[src/logic/scope_pkg.sv]
package scope_pkg;

  //////////////////////////////////////////////////
  // widths
  //////////////////////////////////////////////////

  localparam int SAMPLE_W = 16;
  localparam int CNT_W    = 32;
  localparam int DEC_W    = 17;
  localparam int SHR_W    = 4;
  localparam int EXT_W    = 4;
  localparam int ADR_W    = 7;
  localparam int WB_W     = 32;
  // block sum needs room for a full group of samples
  localparam int SUM_W    = SAMPLE_W + DEC_W;

  typedef logic signed [SAMPLE_W-1:0] sample_t;
  typedef logic        [CNT_W-1:0]    cnt_t;
  typedef logic        [DEC_W-1:0]    dec_t;
  typedef logic        [SHR_W-1:0]    shr_t;
  typedef logic        [EXT_W-1:0]    ext_t;
  typedef logic        [WB_W-1:0]     wb_data_t;
  typedef logic        [ADR_W-1:0]    wb_adr_t;
  typedef logic signed [SUM_W-1:0]    sum_t;

  //////////////////////////////////////////////////
  // register map, byte offsets
  //////////////////////////////////////////////////

  localparam wb_adr_t REG_CTL     = 7'h00;
  localparam wb_adr_t REG_MODE    = 7'h04;
  localparam wb_adr_t REG_MASK    = 7'h08;
  localparam wb_adr_t REG_PRE     = 7'h10;
  localparam wb_adr_t REG_PST     = 7'h14;
  localparam wb_adr_t REG_STS_PRE = 7'h18;
  localparam wb_adr_t REG_STS_PST = 7'h1c;
  localparam wb_adr_t REG_POS     = 7'h40;
  localparam wb_adr_t REG_NEG     = 7'h44;
  localparam wb_adr_t REG_EDG     = 7'h48;
  localparam wb_adr_t REG_DEC     = 7'h50;
  localparam wb_adr_t REG_SHR     = 7'h54;
  localparam wb_adr_t REG_AVG     = 7'h58;

  //////////////////////////////////////////////////
  // streams, config and acquisition state
  //////////////////////////////////////////////////

  typedef struct packed {
    logic    valid;
    logic    last;
    sample_t data;
  } scope_stream_t;

  typedef struct packed {
    // mode
    logic    con;
    logic    aut;
    // event masks
    ext_t    str_mask;
    ext_t    stp_mask;
    ext_t    trg_mask;
    logic    edg_en;
    // pre/post trigger lengths
    cnt_t    pre;
    cnt_t    pst;
    // schmitt levels, edge 0 rising 1 falling
    sample_t pos;
    sample_t neg;
    logic    edg;
    // decimation
    dec_t    dec;
    shr_t    shr;
    logic    avg;
  } scope_cfg_t;

  typedef enum logic [1:0] {
    IDLE,
    PRE,
    WAIT,
    POST
  } acq_state_t;

endpackage
[src/logic/scope_top.sv]
`timescale 1ns/1ps

module scope_top (
  input  logic                     bus,
  input  logic                     reset,
  // wishbone classic
  input  logic                     wb_cyc,
  input  logic                     wb_stb,
  input  logic                     wb_we,
  input  scope_pkg::wb_adr_t       wb_adr,
  input  scope_pkg::wb_data_t      wb_wdata,
  output scope_pkg::wb_data_t      wb_rdata,
  output logic                     wb_ack,
  // sample streams
  input  scope_pkg::scope_stream_t sti,
  output logic                     sti_ready,
  output scope_pkg::scope_stream_t sto,
  input  logic                     sto_ready,
  // external events
  input  scope_pkg::ext_t          evn_ext
);

  import scope_pkg::*;

  //////////////////////////////////////////////////
  // internal wires
  //////////////////////////////////////////////////

  scope_cfg_t    cfg;
  logic          ctl_rst, sw_str, sw_stp, sw_trg;
  cnt_t          sts_pre, sts_pst;
  logic          sts_run, sts_trg;
  // decimator to edge, edge to acquisition
  scope_stream_t dec, edg;
  logic          dec_ready, edg_ready;
  logic          edg_hit;

  scope_regs i_regs (
    .bus, .reset, .wb_cyc, .wb_stb, .wb_we, .wb_adr, .wb_wdata, .wb_rdata, .wb_ack,
    .cfg, .ctl_rst, .sw_str, .sw_stp, .sw_trg,
    .sts_pre, .sts_pst, .sts_run, .sts_trg
  );

  scope_dec_avg i_dec_avg (
    .bus, .reset, .ctl_rst, .cfg,
    .sti, .sti_ready, .sto (dec), .sto_ready (dec_ready)
  );

  scope_edge i_edge (
    .bus, .reset, .ctl_rst, .cfg,
    .sti (dec), .sti_ready (dec_ready), .sto (edg), .sto_ready (edg_ready), .edg_hit
  );

  scope_acq i_acq (
    .bus, .reset, .ctl_rst, .cfg,
    .sti (edg), .sti_ready (edg_ready), .sto, .sto_ready,
    .edg_hit, .evn_ext, .sw_str, .sw_stp, .sw_trg,
    .sts_pre, .sts_pst, .sts_run, .sts_trg
  );

endmodule

[src/logic/scope_acq.sv]
`timescale 1ns/1ps

module scope_acq (
  input  logic                   bus,
  input  logic                   reset,
  input  logic                   ctl_rst,
  input  scope_pkg::scope_cfg_t  cfg,
  // stream in/out
  input  scope_pkg::scope_stream_t sti,
  output logic                   sti_ready,
  output scope_pkg::scope_stream_t sto,
  input  logic                   sto_ready,
  // events
  input  logic                   edg_hit,
  input  scope_pkg::ext_t        evn_ext,
  input  logic                   sw_str,
  input  logic                   sw_stp,
  input  logic                   sw_trg,
  // status
  output scope_pkg::cnt_t        sts_pre,
  output scope_pkg::cnt_t        sts_pst,
  output logic                   sts_run,
  output logic                   sts_trg
);

  import scope_pkg::*;

  acq_state_t state;
  acq_state_t start_state;
  logic       acc, fwd, lst, rec_done;
  logic       ev_str, ev_stp, ev_trg, trg_pend, trg_hit;
  logic       pre_done, pst_done;
  logic       out_valid, out_last;
  sample_t    out_data;

  // idle drops input so upstream never stalls
  assign sti_ready = (state == IDLE) | ~out_valid | sto_ready;
  assign acc       = sti.valid & sti_ready;

  //////////////////////////////////////////////////
  // events and record framing
  //////////////////////////////////////////////////

  assign ev_str  = sw_str | (|(evn_ext & cfg.str_mask));
  assign ev_stp  = sw_stp | (|(evn_ext & cfg.stp_mask));
  assign ev_trg  = sw_trg | (|(evn_ext & cfg.trg_mask));
  // trigger always lands on an accepted sample
  assign trg_hit = cfg.aut | trg_pend | ev_trg | (cfg.edg_en & edg_hit);

  assign pre_done    = (sts_pre + cnt_t'(1)) >= cfg.pre;
  assign pst_done    = (sts_pst + cnt_t'(1)) >= cfg.pst;
  // no pre samples, straight to wait
  assign start_state = (cfg.pre == '0) ? WAIT : PRE;

  assign fwd = (state != IDLE) & ~ev_stp;
  assign lst = ((state == WAIT) & trg_hit & (cfg.pst == '0)) | ((state == POST) & pst_done);
  assign rec_done = acc & fwd & lst;

  always_ff @(posedge bus) begin
    if (reset || ctl_rst) begin
      state <= IDLE;
      {sts_pre, sts_pst} <= '0;
      {sts_trg, trg_pend, out_valid, out_last} <= '0;
    end else begin
      if (acc && fwd) begin
        out_valid <= 1'b1;
        out_last  <= lst;
      end else if (sto_ready) begin
        out_valid <= 1'b0;
        out_last  <= 1'b0;
      end
      if (state == IDLE) begin
        if (ev_str) begin
          state <= start_state;
          {sts_pre, sts_pst} <= '0;
          {sts_trg, trg_pend} <= '0;
        end
      end else if (ev_stp) begin
        // abort, no last sent
        state    <= IDLE;
        trg_pend <= 1'b0;
      end else begin
        case (state)
          PRE: if (acc) begin
            sts_pre <= sts_pre + cnt_t'(1);
            if (pre_done) state <= WAIT;
          end
          WAIT: if (acc && trg_hit) begin
            state    <= POST;
            sts_trg  <= 1'b1;
            trg_pend <= 1'b0;
          end else if (ev_trg) begin
            trg_pend <= 1'b1;
          end
          POST: if (acc) sts_pst <= sts_pst + cnt_t'(1);
          default: state <= IDLE;
        endcase
        // end of record overrides the step above
        if (rec_done) begin
          state <= cfg.con ? start_state : IDLE;
          if (cfg.con) begin
            {sts_pre, sts_pst} <= '0;
            sts_trg <= 1'b0;
          end
        end
      end
    end
  end

  always_ff @(posedge bus) begin
    if (acc && fwd) out_data <= sti.data;
  end

  assign sts_run = state != IDLE;
  assign sto     = '{valid: out_valid, last: out_last, data: out_data};

endmodule

[src/logic/scope_edge.sv]
`timescale 1ns/1ps

module scope_edge (
  input  logic                   bus,
  input  logic                   reset,
  input  logic                   ctl_rst,
  input  scope_pkg::scope_cfg_t  cfg,
  // stream monitor
  input  scope_pkg::scope_stream_t sti,
  output logic                   sti_ready,
  output scope_pkg::scope_stream_t sto,
  input  logic                   sto_ready,
  // trigger, travels with sto
  output logic                   edg_hit
);

  import scope_pkg::*;

  logic    acc;
  logic    arm_c;
  logic    fire_c;
  logic    armed;
  logic    hit;
  logic    out_valid;
  logic    out_last;
  sample_t out_data;

  assign sti_ready = ~out_valid | sto_ready;
  assign acc       = sti.valid & sti_ready;

  //////////////////////////////////////////////////
  // schmitt trigger
  //////////////////////////////////////////////////

  // falling mode mirrors rising
  always_comb begin
    if (cfg.edg) begin
      arm_c  = sti.data > cfg.pos;
      fire_c = sti.data <= cfg.neg;
    end else begin
      arm_c  = sti.data < cfg.neg;
      fire_c = sti.data >= cfg.pos;
    end
  end

  assign hit = armed & fire_c;

  always_ff @(posedge bus) begin
    if (reset || ctl_rst) begin
      armed     <= 1'b0;
      out_valid <= 1'b0;
      edg_hit   <= 1'b0;
    end else if (acc) begin
      out_valid <= 1'b1;
      edg_hit   <= hit;
      // firing disarms, rearm needs the opposite level again
      if (hit) begin
        armed <= 1'b0;
      end else if (arm_c) begin
        armed <= 1'b1;
      end
    end else if (sto_ready) begin
      out_valid <= 1'b0;
      edg_hit   <= 1'b0;
    end
  end

  always_ff @(posedge bus) begin
    if (acc) begin
      out_data <= sti.data;
      out_last <= sti.last;
    end
  end

  assign sto = '{valid: out_valid, last: out_last, data: out_data};

endmodule

[src/logic/scope_dec_avg.sv]
`timescale 1ns/1ps

module scope_dec_avg (
  input  logic                   bus,
  input  logic                   reset,
  input  logic                   ctl_rst,
  input  scope_pkg::scope_cfg_t  cfg,
  // input stream
  input  scope_pkg::scope_stream_t sti,
  output logic                   sti_ready,
  // decimated stream
  output scope_pkg::scope_stream_t sto,
  input  logic                   sto_ready
);

  import scope_pkg::*;

  logic    acc;
  logic    done;
  dec_t    cnt_q;
  dec_t    grp_end;
  sum_t    sum_q;
  sum_t    sum_d;
  sum_t    sum_shr;
  logic    out_valid;
  logic    out_last;
  sample_t out_data;

  // output register empty or draining
  assign sti_ready = ~out_valid | sto_ready;
  assign acc       = sti.valid & sti_ready;

  // index of the last sample in a group, dec 0 acts as 1
  assign grp_end = (cfg.dec == '0) ? '0 : cfg.dec - dec_t'(1);
  // >= so a smaller dec written mid group still closes it
  assign done    = cnt_q >= grp_end;

  //////////////////////////////////////////////////
  // block sum and shift
  //////////////////////////////////////////////////

  assign sum_d   = sum_q + sum_t'(sti.data);
  assign sum_shr = sum_d >>> cfg.shr;

  always_ff @(posedge bus) begin
    if (reset || ctl_rst) begin
      cnt_q     <= '0;
      sum_q     <= '0;
      out_valid <= 1'b0;
    end else begin
      if (acc) begin
        if (done) begin
          cnt_q <= '0;
          sum_q <= '0;
        end else begin
          cnt_q <= cnt_q + dec_t'(1);
          sum_q <= sum_d;
        end
      end
      // one output per completed group
      if (acc && done) begin
        out_valid <= 1'b1;
      end else if (sto_ready) begin
        out_valid <= 1'b0;
      end
    end
  end

  // payload, average is truncated to sample width
  always_ff @(posedge bus) begin
    if (acc && done) begin
      out_data <= cfg.avg ? $signed(sum_shr[SAMPLE_W-1:0]) : sti.data;
      out_last <= sti.last;
    end
  end

  assign sto = '{valid: out_valid, last: out_last, data: out_data};

endmodule

[src/logic/scope_regs.sv]
`timescale 1ns/1ps

module scope_regs (
  input  logic                 bus,
  input  logic                 reset,
  // wishbone classic slave
  input  logic                 wb_cyc,
  input  logic                 wb_stb,
  input  logic                 wb_we,
  input  scope_pkg::wb_adr_t   wb_adr,
  input  scope_pkg::wb_data_t  wb_wdata,
  output scope_pkg::wb_data_t  wb_rdata,
  output logic                 wb_ack,
  // configuration and control pulses
  output scope_pkg::scope_cfg_t cfg,
  output logic                 ctl_rst,
  output logic                 sw_str,
  output logic                 sw_stp,
  output logic                 sw_trg,
  // acquisition status
  input  scope_pkg::cnt_t      sts_pre,
  input  scope_pkg::cnt_t      sts_pst,
  input  logic                 sts_run,
  input  logic                 sts_trg
);

  import scope_pkg::*;

  logic     req;
  logic     wr;
  logic     rd;
  wb_data_t rd_word;

  //////////////////////////////////////////////////
  // bus handshake
  //////////////////////////////////////////////////

  // new request only while ack is low, so a held cycle is acked once
  assign req = wb_cyc & wb_stb & ~wb_ack;
  assign wr  = req & wb_we;
  assign rd  = req & ~wb_we;

  always_ff @(posedge bus) begin
    if (reset) begin
      wb_ack <= 1'b0;
    end else begin
      wb_ack <= req;
    end
  end

  //////////////////////////////////////////////////
  // write side
  //////////////////////////////////////////////////

  always_ff @(posedge bus) begin
    if (reset) begin
      cfg <= '0;
    end else if (wr) begin
      case (wb_adr)
        REG_MODE: begin
          cfg.con <= wb_wdata[0];
          cfg.aut <= wb_wdata[1];
        end
        REG_MASK: begin
          cfg.str_mask <= wb_wdata[0 +: EXT_W];
          cfg.stp_mask <= wb_wdata[8 +: EXT_W];
          cfg.trg_mask <= wb_wdata[16 +: EXT_W];
          cfg.edg_en   <= wb_wdata[20];
        end
        REG_PRE: cfg.pre <= wb_wdata[CNT_W-1:0];
        REG_PST: cfg.pst <= wb_wdata[CNT_W-1:0];
        REG_POS: cfg.pos <= wb_wdata[SAMPLE_W-1:0];
        REG_NEG: cfg.neg <= wb_wdata[SAMPLE_W-1:0];
        REG_EDG: cfg.edg <= wb_wdata[0];
        REG_DEC: cfg.dec <= wb_wdata[DEC_W-1:0];
        REG_SHR: cfg.shr <= wb_wdata[SHR_W-1:0];
        REG_AVG: cfg.avg <= wb_wdata[0];
        default: ;
      endcase
    end
  end

  // ctl register bits 0..3, reset start stop trigger
  always_ff @(posedge bus) begin
    if (reset) begin
      {sw_trg, sw_stp, sw_str, ctl_rst} <= '0;
    end else if (wr && wb_adr == REG_CTL) begin
      {sw_trg, sw_stp, sw_str, ctl_rst} <= wb_wdata[3:0];
    end else begin
      {sw_trg, sw_stp, sw_str, ctl_rst} <= '0;
    end
  end

  //////////////////////////////////////////////////
  // read side
  //////////////////////////////////////////////////

  always_comb begin
    rd_word = '0;
    case (wb_adr)
      REG_CTL:     rd_word = wb_data_t'({sts_trg, 1'b0, sts_run, 1'b0});
      REG_MODE:    rd_word = wb_data_t'({cfg.aut, cfg.con});
      REG_MASK:    rd_word = wb_data_t'({cfg.edg_en, cfg.trg_mask, 4'b0,
                                         cfg.stp_mask, 4'b0, cfg.str_mask});
      REG_PRE:     rd_word = wb_data_t'(cfg.pre);
      REG_PST:     rd_word = wb_data_t'(cfg.pst);
      REG_STS_PRE: rd_word = wb_data_t'(sts_pre);
      REG_STS_PST: rd_word = wb_data_t'(sts_pst);
      // levels come back zero extended
      REG_POS:     rd_word = {{(WB_W-SAMPLE_W){1'b0}}, cfg.pos};
      REG_NEG:     rd_word = {{(WB_W-SAMPLE_W){1'b0}}, cfg.neg};
      REG_EDG:     rd_word = wb_data_t'(cfg.edg);
      REG_DEC:     rd_word = wb_data_t'(cfg.dec);
      REG_SHR:     rd_word = wb_data_t'(cfg.shr);
      REG_AVG:     rd_word = wb_data_t'(cfg.avg);
      default:     rd_word = '0;
    endcase
  end

  // captured with the request, valid in the ack cycle
  always_ff @(posedge bus) begin
    if (rd) begin
      wb_rdata <= rd_word;
    end
  end

endmodule

[config.mk]
export PLATFORM = sky130hd
export DESIGN_NAME = scope_top
export DESIGN_NICKNAME = d
export VERILOG_FILES = /design/src/logic/scope_pkg.sv /design/src/logic/scope_top.sv /design/src/logic/scope_acq.sv /design/src/logic/scope_edge.sv /design/src/logic/scope_dec_avg.sv /design/src/logic/scope_regs.sv
export SDC_FILE = /design/constraint.sdc
export NUM_CORES = 1
export LEC_CHECK = 0
export BUFFER_PORTS_ARGS = -buffer_cell sky130_fd_sc_hd__buf_2
export CORE_MARGIN = 1.5
export CORE_UTILIZATION = 36
export CTS_CLUSTER_DIAMETER = 150
export DETAILED_ROUTE_END_ITERATION = 10
export SLEW_MARGIN = 20
export SYNTH_ARGS = -nofsm -noshare
export SYNTH_HDL_FRONTEND = slang
export SYNTH_SLANG_ARGS = --single-unit
[constraint.sdc]
create_clock -name bus -period 11.9 [get_ports bus]
set_clock_uncertainty 0.1 [all_clocks]
set_input_delay 2.38 -clock bus [delete_from_list [all_inputs] [get_ports bus]]
set_output_delay 2.38 -clock bus [all_outputs]
set_load 0.03 [all_outputs]
## Word level (Yosys, flattened, before mapping)

Index checks and enable logic that the tools add are counted.

- Add/sub/neg operators: 5
- Order comparisons: 7
- Equal/unequal tests: 21
- Shift operators: 1
- Mux-type cells: 52
- Bitwise gates (word level): 36
- Reduce and logical (&&, ||, !) cells: 35

Operators with widths:

| kind | number |
|---|---|
| two-way mux 32 bit | 13 |
| case mux 32 bit (13 select lines) | 1 |
| adder 32 x 1 -> 32 bit (second input constant) | 2 |
| greater-or-equal comparator 32 bit | 2 |
| logical NOT 32 bit | 2 |
| == test 7 bit (second input constant) | 6 |
| two-way mux 17 bit | 2 |
| adder 33 x 16 -> 33 bit | 1 |
| two-way mux 33 bit | 1 |
| >>> shifter 33 x 4 -> 16 bit | 1 |
| == test 7 x 5 -> 1 bit (second input constant) | 4 |
| two-way mux 1 bit | 24 |
| AND reduction 2 bit | 12 |
| two-way mux 2 bit | 9 |
| adder 17 x 1 -> 17 bit (second input constant) | 1 |
| greater-or-equal comparator 17 bit | 1 |
| logical NOT 17 bit | 1 |
| subtractor 17 x 1 -> 17 bit (second input constant) | 1 |
| greater-or-equal comparator 16 bit | 1 |
| greater-than comparator 16 bit | 1 |
| less-or-equal comparator 16 bit | 1 |
| < comparator 16 bit | 1 |
| two-way mux 16 bit | 1 |
| bitwise AND 1 bit | 15 |
| other kinds (24) | 53 |

- Flip-flop bits (word level): 343
- Bits of input ports: 67
- Output and inout bits: 52
- Logic and storage cells: 193

## Depth between registers and ports, before layout

Gate-level depths: netlist of run 1.

- Depth after elaboration: 12
- Depth in mapped cells: 21
- Mapped depth without buffers: 19

## Cells and area by module

Synthesis of run 1 repeated with hierarchy kept, for this count alone.

- Cell total of the unflattened synthesis: 2631
- Area, all modules: 22554.1 µm²

By module, submodules not included:

| module | times used | cells an instance | area each (µm²) | sequential area each (µm²) |
|---|---|---|---|---|
| scope_regs | 1 | 851 | 7618.6 | 3743.6 |
| scope_dec_avg | 1 | 893 | 7144.4 | 1491.4 |
| scope_acq | 1 | 733 | 6271.0 | 1881.8 |
| scope_edge | 1 | 154 | 1520.2 | 570.5 |

## Least setup slack after synthesis of run 1

OpenSTA, ideal clock, no wires.

- Kind: input -> output
- Start: input sto_ready
- End: output sti_ready
- Arrival time: 3.045 ns
- Required time: 9.420 ns
- Slack: 6.375 ns
- Stages: 3
- Path buffers: 0
- Path through: nor3b_1 -> and2_1 -> nand2_1

- Cells in the longest elaborated chain, start to end: 3

RTL lines:

| what | RTL line | RTL |
|---|---|---|
| from (decl) | scope_top.sv:18 | `input logic sto_ready,` |
| bitwise OR 1 bit | scope_acq.sv:37 | `assign sti_ready = (state == IDLE) \| ~out_valid \| sto_ready;` |
| bitwise OR 1 bit | scope_edge.sv:28 | `assign sti_ready = ~out_valid \| sto_ready;` |
| bitwise OR 1 bit | scope_dec_avg.sv:30 | `assign sti_ready = ~out_valid \| sto_ready;` |
| to (decl) | scope_top.sv:16 | `output logic sti_ready,` |

Every way passes these cells.

## Final worst setup path of run 1

- Start: register i_acq.sts_pst[5]
- End: register i_acq.sts_pre[3]

- Cells in the longest elaborated chain, start to end: 8

RTL lines:

| what | RTL line | RTL |
|---|---|---|
| from (decl) | scope_acq.sv:21 | `output scope_pkg::cnt_t sts_pst,` |
| from (signal assigned) | scope_acq.sv:95 | `POST: if (acc) sts_pst <= sts_pst + cnt_t'(1);` |
| adder 32 x 1 -> 32 bit | scope_acq.sv:51 | `assign pst_done = (sts_pst + cnt_t'(1)) >= cfg.pst;` |
| greater-or-equal comparator 32 bit | scope_acq.sv:51 |  |
| bitwise AND 1 bit | scope_acq.sv:56 | `assign lst = ((state == WAIT) & trg_hit & (cfg.pst == '0)) \| ((state == POST) & pst_done);` |
| bitwise OR 1 bit | scope_acq.sv:56 |  |
| bitwise AND 1 bit | scope_acq.sv:57 | `assign rec_done = acc & fwd & lst;` |
| two-way mux 32 bit | scope_acq.sv:99 | `if (rec_done) begin` |
| two-way mux 32 bit | scope_acq.sv:78 | `end else if (ev_stp) begin` |
| two-way mux 32 bit | scope_acq.sv:72 | `if (state == IDLE) begin` |
| to (signal assigned) | scope_acq.sv:85 | `sts_pre <= sts_pre + cnt_t'(1);` |
| to (decl) | scope_acq.sv:20 | `output scope_pkg::cnt_t sts_pre,` |

Every way passes these cells. The select of a mux whose other input is x is not followed.
A chain may end at the register's enable or synchronous reset.

==> results of run 1 <==
## report_power, final
| group | switching (uW) | internal, uW |
|---|---|---|
| clock | 535 | 808 |
| combinational | 250 | 101 |
| sequential | 16.0 | 1210 |
## registers in the layout, indices dropped and copies added (netlist names)
register             flops
i_regs.sw_stp            1
i_acq.state              2
i_acq.out_data          16
i_acq.sts_pst           32
i_acq.trg_pend           1
i_regs.sw_str            1
i_acq.sts_trg            1
i_regs.cfg             134
i_dec_avg.out_valid      1
i_dec_avg.sum_q         31
i_acq.out_valid          1
i_edge.out_data         16
i_regs.ctl_rst           1
i_regs.wb_rdata         32
i_regs.sw_trg            1
i_edge.out_valid         1
i_edge.edg_hit           1
i_acq.out_last           1
i_acq.sts_pre           32
i_edge.armed             1
i_dec_avg.out_data      16
i_regs.wb_ack            1
i_dec_avg.cnt_q         17
## worst max-delay path, cell delays in order (launching register included)
cell	delay, ns
dfxtp_1	0.55
and4_1	0.28
nand4_1	0.14
or2_1	0.38
nor2_2	0.34
and3_1	0.40
nand3_1	0.13
xnor2_1	0.20
ha_1	0.27
a21o_1	0.18
a21o_1	0.16
a211oi_1	0.27
o21ai_0	0.14
a221oi_1	0.70
nor3_1	0.16
nor4_4	0.16
buf_4	0.78
a21o_1	0.94
a32o_1	0.22
## layout make-up
type                    count  share of cell area (%)
diodes                      1                 0.01053
clock buffers              55                   5.109
clock inverters            20                  0.9481
repair buffers            149                   3.487
multi-input cells        1933                   52.19
flip-flops and latches    341                   32.11
inverters                 134                   2.117
well taps                 765                   4.029
## cells in the mapped netlist, drive strengths merged (16+ instances only)
master and count:
nand2 467, and2 21, and3 30, nor3 37
mux2i 34, a211oi 25, a32o 43, nand2b 16
nor4 30, a21oi 256, edfxtp 80, o21ai 61
nor2 142, ha 153, dfxtp 261, inv 132
a31oi 25, xor2 50, clkbuf 116, a22oi 77
xnor2 61, nand4 48, a21o 39, nand3 102
buf 35
## per-layer routing
layer | global-route usage [%] | wire length [um]
met5 | 0 | 59
met4 | 8.406 | 2605
met3 | 4.789 | 6300
met2 | 40.21 | 34290
met1 | 30.41 | 29810
## through the flow
stage / worst slack (ns) / util [%]
floorplan: 6.375 / -
global placement: 5.527 / 38.59
detailed placement: 5.450 / 38.59
CTS: 5.403 / 41.08
global route: 4.840 / 41.09
finish: 5.257 / 41.10
## cells by family after synthesis
kind of cell	count (synthesis)	synth area share (%)
buffers and inverters	285	5.495
DFF	341	36.09
adders and majority gates	154	9.154
muxes	48	2.623
xor gates and xnor gates	112	4.707
and+or+nand+nor	947	20.51
AOI/OAI and AO/OA	672	21.42
## how the worst max path moves through the flow
stage | cells past startpoint | endpoint
after floorplan | 3 | sti_ready
after global placement | 18 | i_acq.sts_pre[6]
after detailed placement | 18 | i_acq.sts_pre[6]
after CTS | 18 | i_acq.sts_pre[3]
after global routing | 18 | i_acq.sts_pre[3]
final | 18 | i_acq.sts_pre[3]
==> impl_metrics.toml, run 1 <==
[status]
run_status = "finished clean"

[place]
buffer_ports.inserted = 117
placedInstanceArea_mm2 = 0.02231
dp_hpwl_mm = 53.92
gp_routability_congestion = 0.9507
placed_cells_incl_taps = 3322

[finish]
num-nets-final = 2822
area.growth.synth_to_final_pct = 12.42
final_cell_mix = "nand2_1, dfxtp_1, a21oi_1, ha_1, nor2_1"
final-instance-count-excl-fill = 3398
layout.cells.most_common = "nand2_1"
multi_input_comb_area_mm2 = 0.01240
fillers = 5814
sequential_cell_area_mm2 = 0.007627
post-route-cell-area_mm2 = 0.02376
drive_above_1_share_pct = 10.11

[critical_path]
worst-setup-path-type = "flop to flop"
reg2reg_capture_point = "i_acq.sts_pre[3]"
rrSetupSlack_ns = 5.26
end_kind = "flop"
setup.worst_path.start_class = "flop"
worst-r2r-cell-count = 18
critical_path_required_ns = 12.29
cp_data_arrival_time_ns = 7.03
timing.critical_path.from = "i_acq.sts_pst[5]"
crit_path_max_fanout = 81
reg2reg_from = "i_acq.sts_pst[5]"

[global_route]
number_of_global_route_vias_before_repair = 18850
global_route.overflow_total = 0
grt_pass1_wl_mm = 112.2
initial_antenna_violation_count = 6
total_routing_usage_gr_pct = 23.96
grt_start_max_net_pins = 82

[logic_synthesis]
synth.top_cells.by_area = "dfxtp_1, edfxtp_1, ha_1, nand2_1, a21oi_1"
number_of_synthesized_register_bits = 341
synthFlopType = "dfxtp_1"
synth_top_area_cell = "dfxtp_1"
synth-warning-count = 0
post_synth_edffs = 80
post_synth_instance_area_mm2 = 0.02113
synth_async_sr_flop_share_pct = 0
average_cell_area_after_synthesis_um2 = 8.258
synth-seq-area-share_pct = 36.09
synth_cell_types = 97
syn-instance-count = 2559
synth.top_cell.area_share_pct = 24.73
syn_nets = 2780

[pwr]
leakage_uw = 0.008868
total_power_uw = 2918
worst_ir_drop_vdd_uv = 87.33
pwr_density_cell_mw_per_mm2 = 122.8

[sta]
slew_hr_pct = 27.12
final_period_utilization_pct = 55.82
rsz_0062_raised_after_global_routing = "no"
fmax_mhz = 150.5
finalSetupTns_ns = 0
timing_max_transition_violations_final = 0
timing_hold_violations_final = 0
fin_crit_ns = 6.643
max_slew.worst_pin.slew_ns = 1.093
setup-violations-final = 0
hold_slack_ns = 0.3186

[route]
drc_errors = 0
routed_wire_length_per_instance_um = 21.50
drt_pass1_iterations = 6
drt_iter0_markers = 1696
routed-via-count = 19743
viasPerCell = 5.810
route.antenna.remaining_nets = 0
detail_route.wirelength_mm = 73.07

[cts]
clock_sinks = 341
cts_setup_buffers = 0
cts.htree.levels = 2
worst_setup_hold_path_clk_slew_ns = 0.06
insertion_delay_ns = 0.58
postCtsResizedCells = 0
clock_tree.root_cell = "clkbuf_16"
cts-buffers-inserted = 42
clock_tree.buffer_depth = 3
cts_tree = "done"
holdBufCountCts = 0

[die]
coreArea_mm2 = 0.05781
design.die.area_mm2 = 0.06016
pin_count = 119
fp_rows = 88
start_util_pct = 36.56
dieWidth_um = 245.3
die_height_um = 245.3

[hold_path]
timing.hold.worst_path_depth = 0
hp-class = "flop to flop"
worst_hold_startpoint = "i_edge.out_data[11]"
min_delay_worst_endpoint = "i_acq.out_data[11]"

[flow_run]
max-cap-violations = 0
Note: power is estimated with default switching activity, not from simulation.
==> run 2, diff against run 1 <==
--- a/config.mk
+++ b/config.mk
@@ -5,6 +5,7 @@
 export SDC_FILE = /design/constraint.sdc
 export NUM_CORES = 1
 export LEC_CHECK = 0
+export ABC_AREA = 1
 export BUFFER_PORTS_ARGS = -buffer_cell sky130_fd_sc_hd__buf_2
 export CORE_MARGIN = 1.5
 export CORE_UTILIZATION = 36
==> constraint.sdc (replaced) <==
create_clock -name bus -period 5.6 [get_ports bus]
set_clock_uncertainty 0.1 [all_clocks]
set_input_delay 1.12 -clock bus [delete_from_list [all_inputs] [get_ports bus]]
set_output_delay 1.12 -clock bus [all_outputs]
set_load 0.03 [all_outputs]
==> impl_metrics.toml, run 2 <==
[sta]
finalSetupTns_ns = 0
setup_ws_ns = 1.018
fin_crit_ns = 4.582
max_slew.worst_pin.slew_ns = 1.036
setup-violations-final = 0
slew_hr_pct = 30.87
final_period_utilization_pct = 81.83
rsz_0062_raised_after_global_routing = "no"
timing_hold_violations_final = 0
timing_max_transition_violations_final = 0
fmax_mhz = 218.2

[die]
design.die.area_mm2 = 0.06369
fp_rows = 91
dieWidth_um = 252.4
coreArea_mm2 = 0.06160
pin_count = 119
die_height_um = 252.4
start_util_pct = 36.34

[logic_synthesis]
syn-instance-count = 3268
synth.top_cell.area_share_pct = 23.34
synth_top_area_cell = "dfxtp_1"
post_synth_instance_area_mm2 = 0.02239
synth_async_sr_flop_share_pct = 0
synth_cell_types = 55
syn_nets = 3489
synth.top_cells.by_area = "dfxtp_1, nand2_1, edfxtp_1, ha_1, a21oi_1"
synth-warning-count = 0
synth_top_cells_by_count = "nand2_1, inv_1, a21oi_1"
synth-seq-area-share_pct = 34.07
post_synth_edffs = 80
average_cell_area_after_synthesis_um2 = 6.850
synthMostInstantiatedCell = "nand2_1"
synthFlopType = "dfxtp_1"
number_of_synthesized_register_bits = 341

[cts]
cts.htree.levels = 2
clock_tree.buffer_depth = 3
cts_tree = "done"
cts_setup_buffers = 0
insertion_delay_ns = 0.61
clock_tree.root_cell = "clkbuf_16"
worst_setup_hold_path_clk_slew_ns = 0.06
cts-buffers-inserted = 42
clock_sinks = 341
holdBufCountCts = 0
postCtsResizedCells = 0

[critical_path]
crit_path_max_fanout = 19
cpLargestDelayFamily = "simple AND/OR/NAND/NOR gates"
timing.critical_path.from = "i_acq.sts_pst[0]"
reg2reg_from = "i_acq.sts_pst[0]"
setup.worst_path.start_class = "flop"
cp_cell_sequence = "ha_1 > nand3_1 > nor3_1 > nand3_1 > nor2_1 > xor2_1 > inv_1 > ha_1 > nand2_1 > inv_1 > nand2_1 > nand2_1 > nand2_1 > nand2_1 > a21oi_1 > nand3_1 > nand2_1 > nand2_1 > nand3_1 > nand2_1 > inv_2 > buf_4 > nand3_1 > a21oi_1"
end_kind = "flop"
critPathBufInv = 4
critical-path-top-cell-by-count = "nand2_1"
crit_slowest_cell = "dfxtp_1"
critical_path_required_ns = 6.00
cp_data_arrival_time_ns = 4.98
timing.critical_path.slowest_cell_delay_ns = 0.42
worst-setup-path-type = "flop to flop"

[flow_run]
max-cap-violations = 0

[place]
buffer_ports.inserted = 117
pre_cts_ws_ns = 1.107
gp_routability_congestion = 0.9689
dp_hpwl_mm = 60.08

[global_route]
grt_pass1_wl_mm = 117.6
total_routing_usage_gr_pct = 24.12
initial_antenna_violation_count = 10
number_of_global_route_vias_before_repair = 19795
global_route.overflow_total = 0
grt_start_max_net_pins = 66

[finish]
num-nets-final = 3548
drive_above_1_share_pct = 8.301
top_register = "i_regs.cfg"
layout.cells.most_common = "nand2_1"
largest_register_ffs = 134
area.growth.synth_to_final_pct = 12.16
final_cell_mix = "nand2_1, inv_1, a21oi_1, dfxtp_1, nand3_1"

[route]
m1WireLength_mm = 35.00
met2_wirelength_mm = 34.28
route.antenna.remaining_nets = 0
drc_errors = 0
routed_wire_length_per_instance_um = 18.57
viasPerCell = 5.209
detail_route.wirelength_mm = 77.98
drt_iter0_markers = 1818
drt_pass1_iterations = 6
topRoutingLayerUsed = "met5"
routed-via-count = 21879
route.met3.wl_mm = 5.321

[pwr]
pwr_density_cell_mw_per_mm2 = 246.8
leakage_uw = 0.01085
worst_ir_drop_vdd_uv = 214.7

[hold_path]
hp-class = "flop to flop"
worst_hold_startpoint = "i_edge.out_data[12]"

[status]
run_status = "finished clean"
[run 2: changes by cell type in the layout (fill, tap and decap cells not counted), sizes merged, moves of 37 or more]
cell / previous run / this run
nand2: 467 / 845
inv: 137 / 452
o21ai: 61 / 211
nand3: 102 / 224
nor2: 142 / 233
a22oi: 77 / 1
a21oi: 256 / 318
xnor2: 61 / 8
a32o: 43 / 0
a21o: 39 / 2
[run 2: where the power goes]
part / switching [uW] / internal [uW] / total (uW)
registers: 35.2 / 2570 / 2610
clock network: 1150 / 1590 / 2740
logic: 628 / 219 / 847
total: 1810 / 4380 / 6200
[run 2: cell families after synthesis]
family	Yosys count	synth area share, %
fa+ha+maj	154	8.641
compound gates	666	16.52
flops	341	34.07
simple gates	1440	27.60
xor+xnor	82	3.208
buf+inv	585	9.965
[run 2: per-layer routing]
metal / global-route usage [%] / vias to the layer above
met2: 37.63 / 754
met5: 0 / -
met1: 33.01 / 9952
li1: - / 10994
met3: 3.625 / 163
met4: 10.40 / 16
[run 2: stage by stage]
| stage | hold slack, ns | utilization, % | instance area (um^2) | total power (uW) | cells |
|---|---|---|---|---|---|
| 6_report | 0.3192 | 40.76 | 25110 | 6196 | 4200 |
| 5_1_grt | 0.3247 | 40.76 | 25110 | 6435 | 4199 |
| 4_1_cts | 0.3211 | 40.72 | 25080 | 6234 | 4197 |
| 3_5_place_dp | 0.3061 | 38.50 | 23720 | 3490 | 4119 |
| 3_3_place_gp | 0.3047 | 38.50 | 23720 | 3488 | 4119 |
| 2_1_floorplan | 0.3003 | - | 22390 | 3186 | 3268 |
[run 2: final cells by class]
| class | count | area (um^2) |
|---|---|---|
| Fill cell | 6557 | 36490 |
| Tap cell | 837 | 1047 |
| Inverter | 457 | 1719 |
| Clock inverter | 19 | 211.5 |
| Timing Repair Buffer | 143 | 793.3 |
| Antenna cell | 2 | 5.005 |
| Clock buffer | 59 | 1155 |
| Sequential cell | 341 | 7627 |
| Multi-Input combinational cell | 2342 | 12550 |
[run 2: worst paths after layout]
check                            end  slack (ns)  cells after the start
setup / recovery   i_acq.sts_pre[21]        1.02                     24
hold / removal    i_acq.out_data[12]        0.32                      0
setup reg to reg   i_acq.sts_pre[21]        1.02                     24
hold reg to reg   i_acq.out_data[12]        0.32                      0
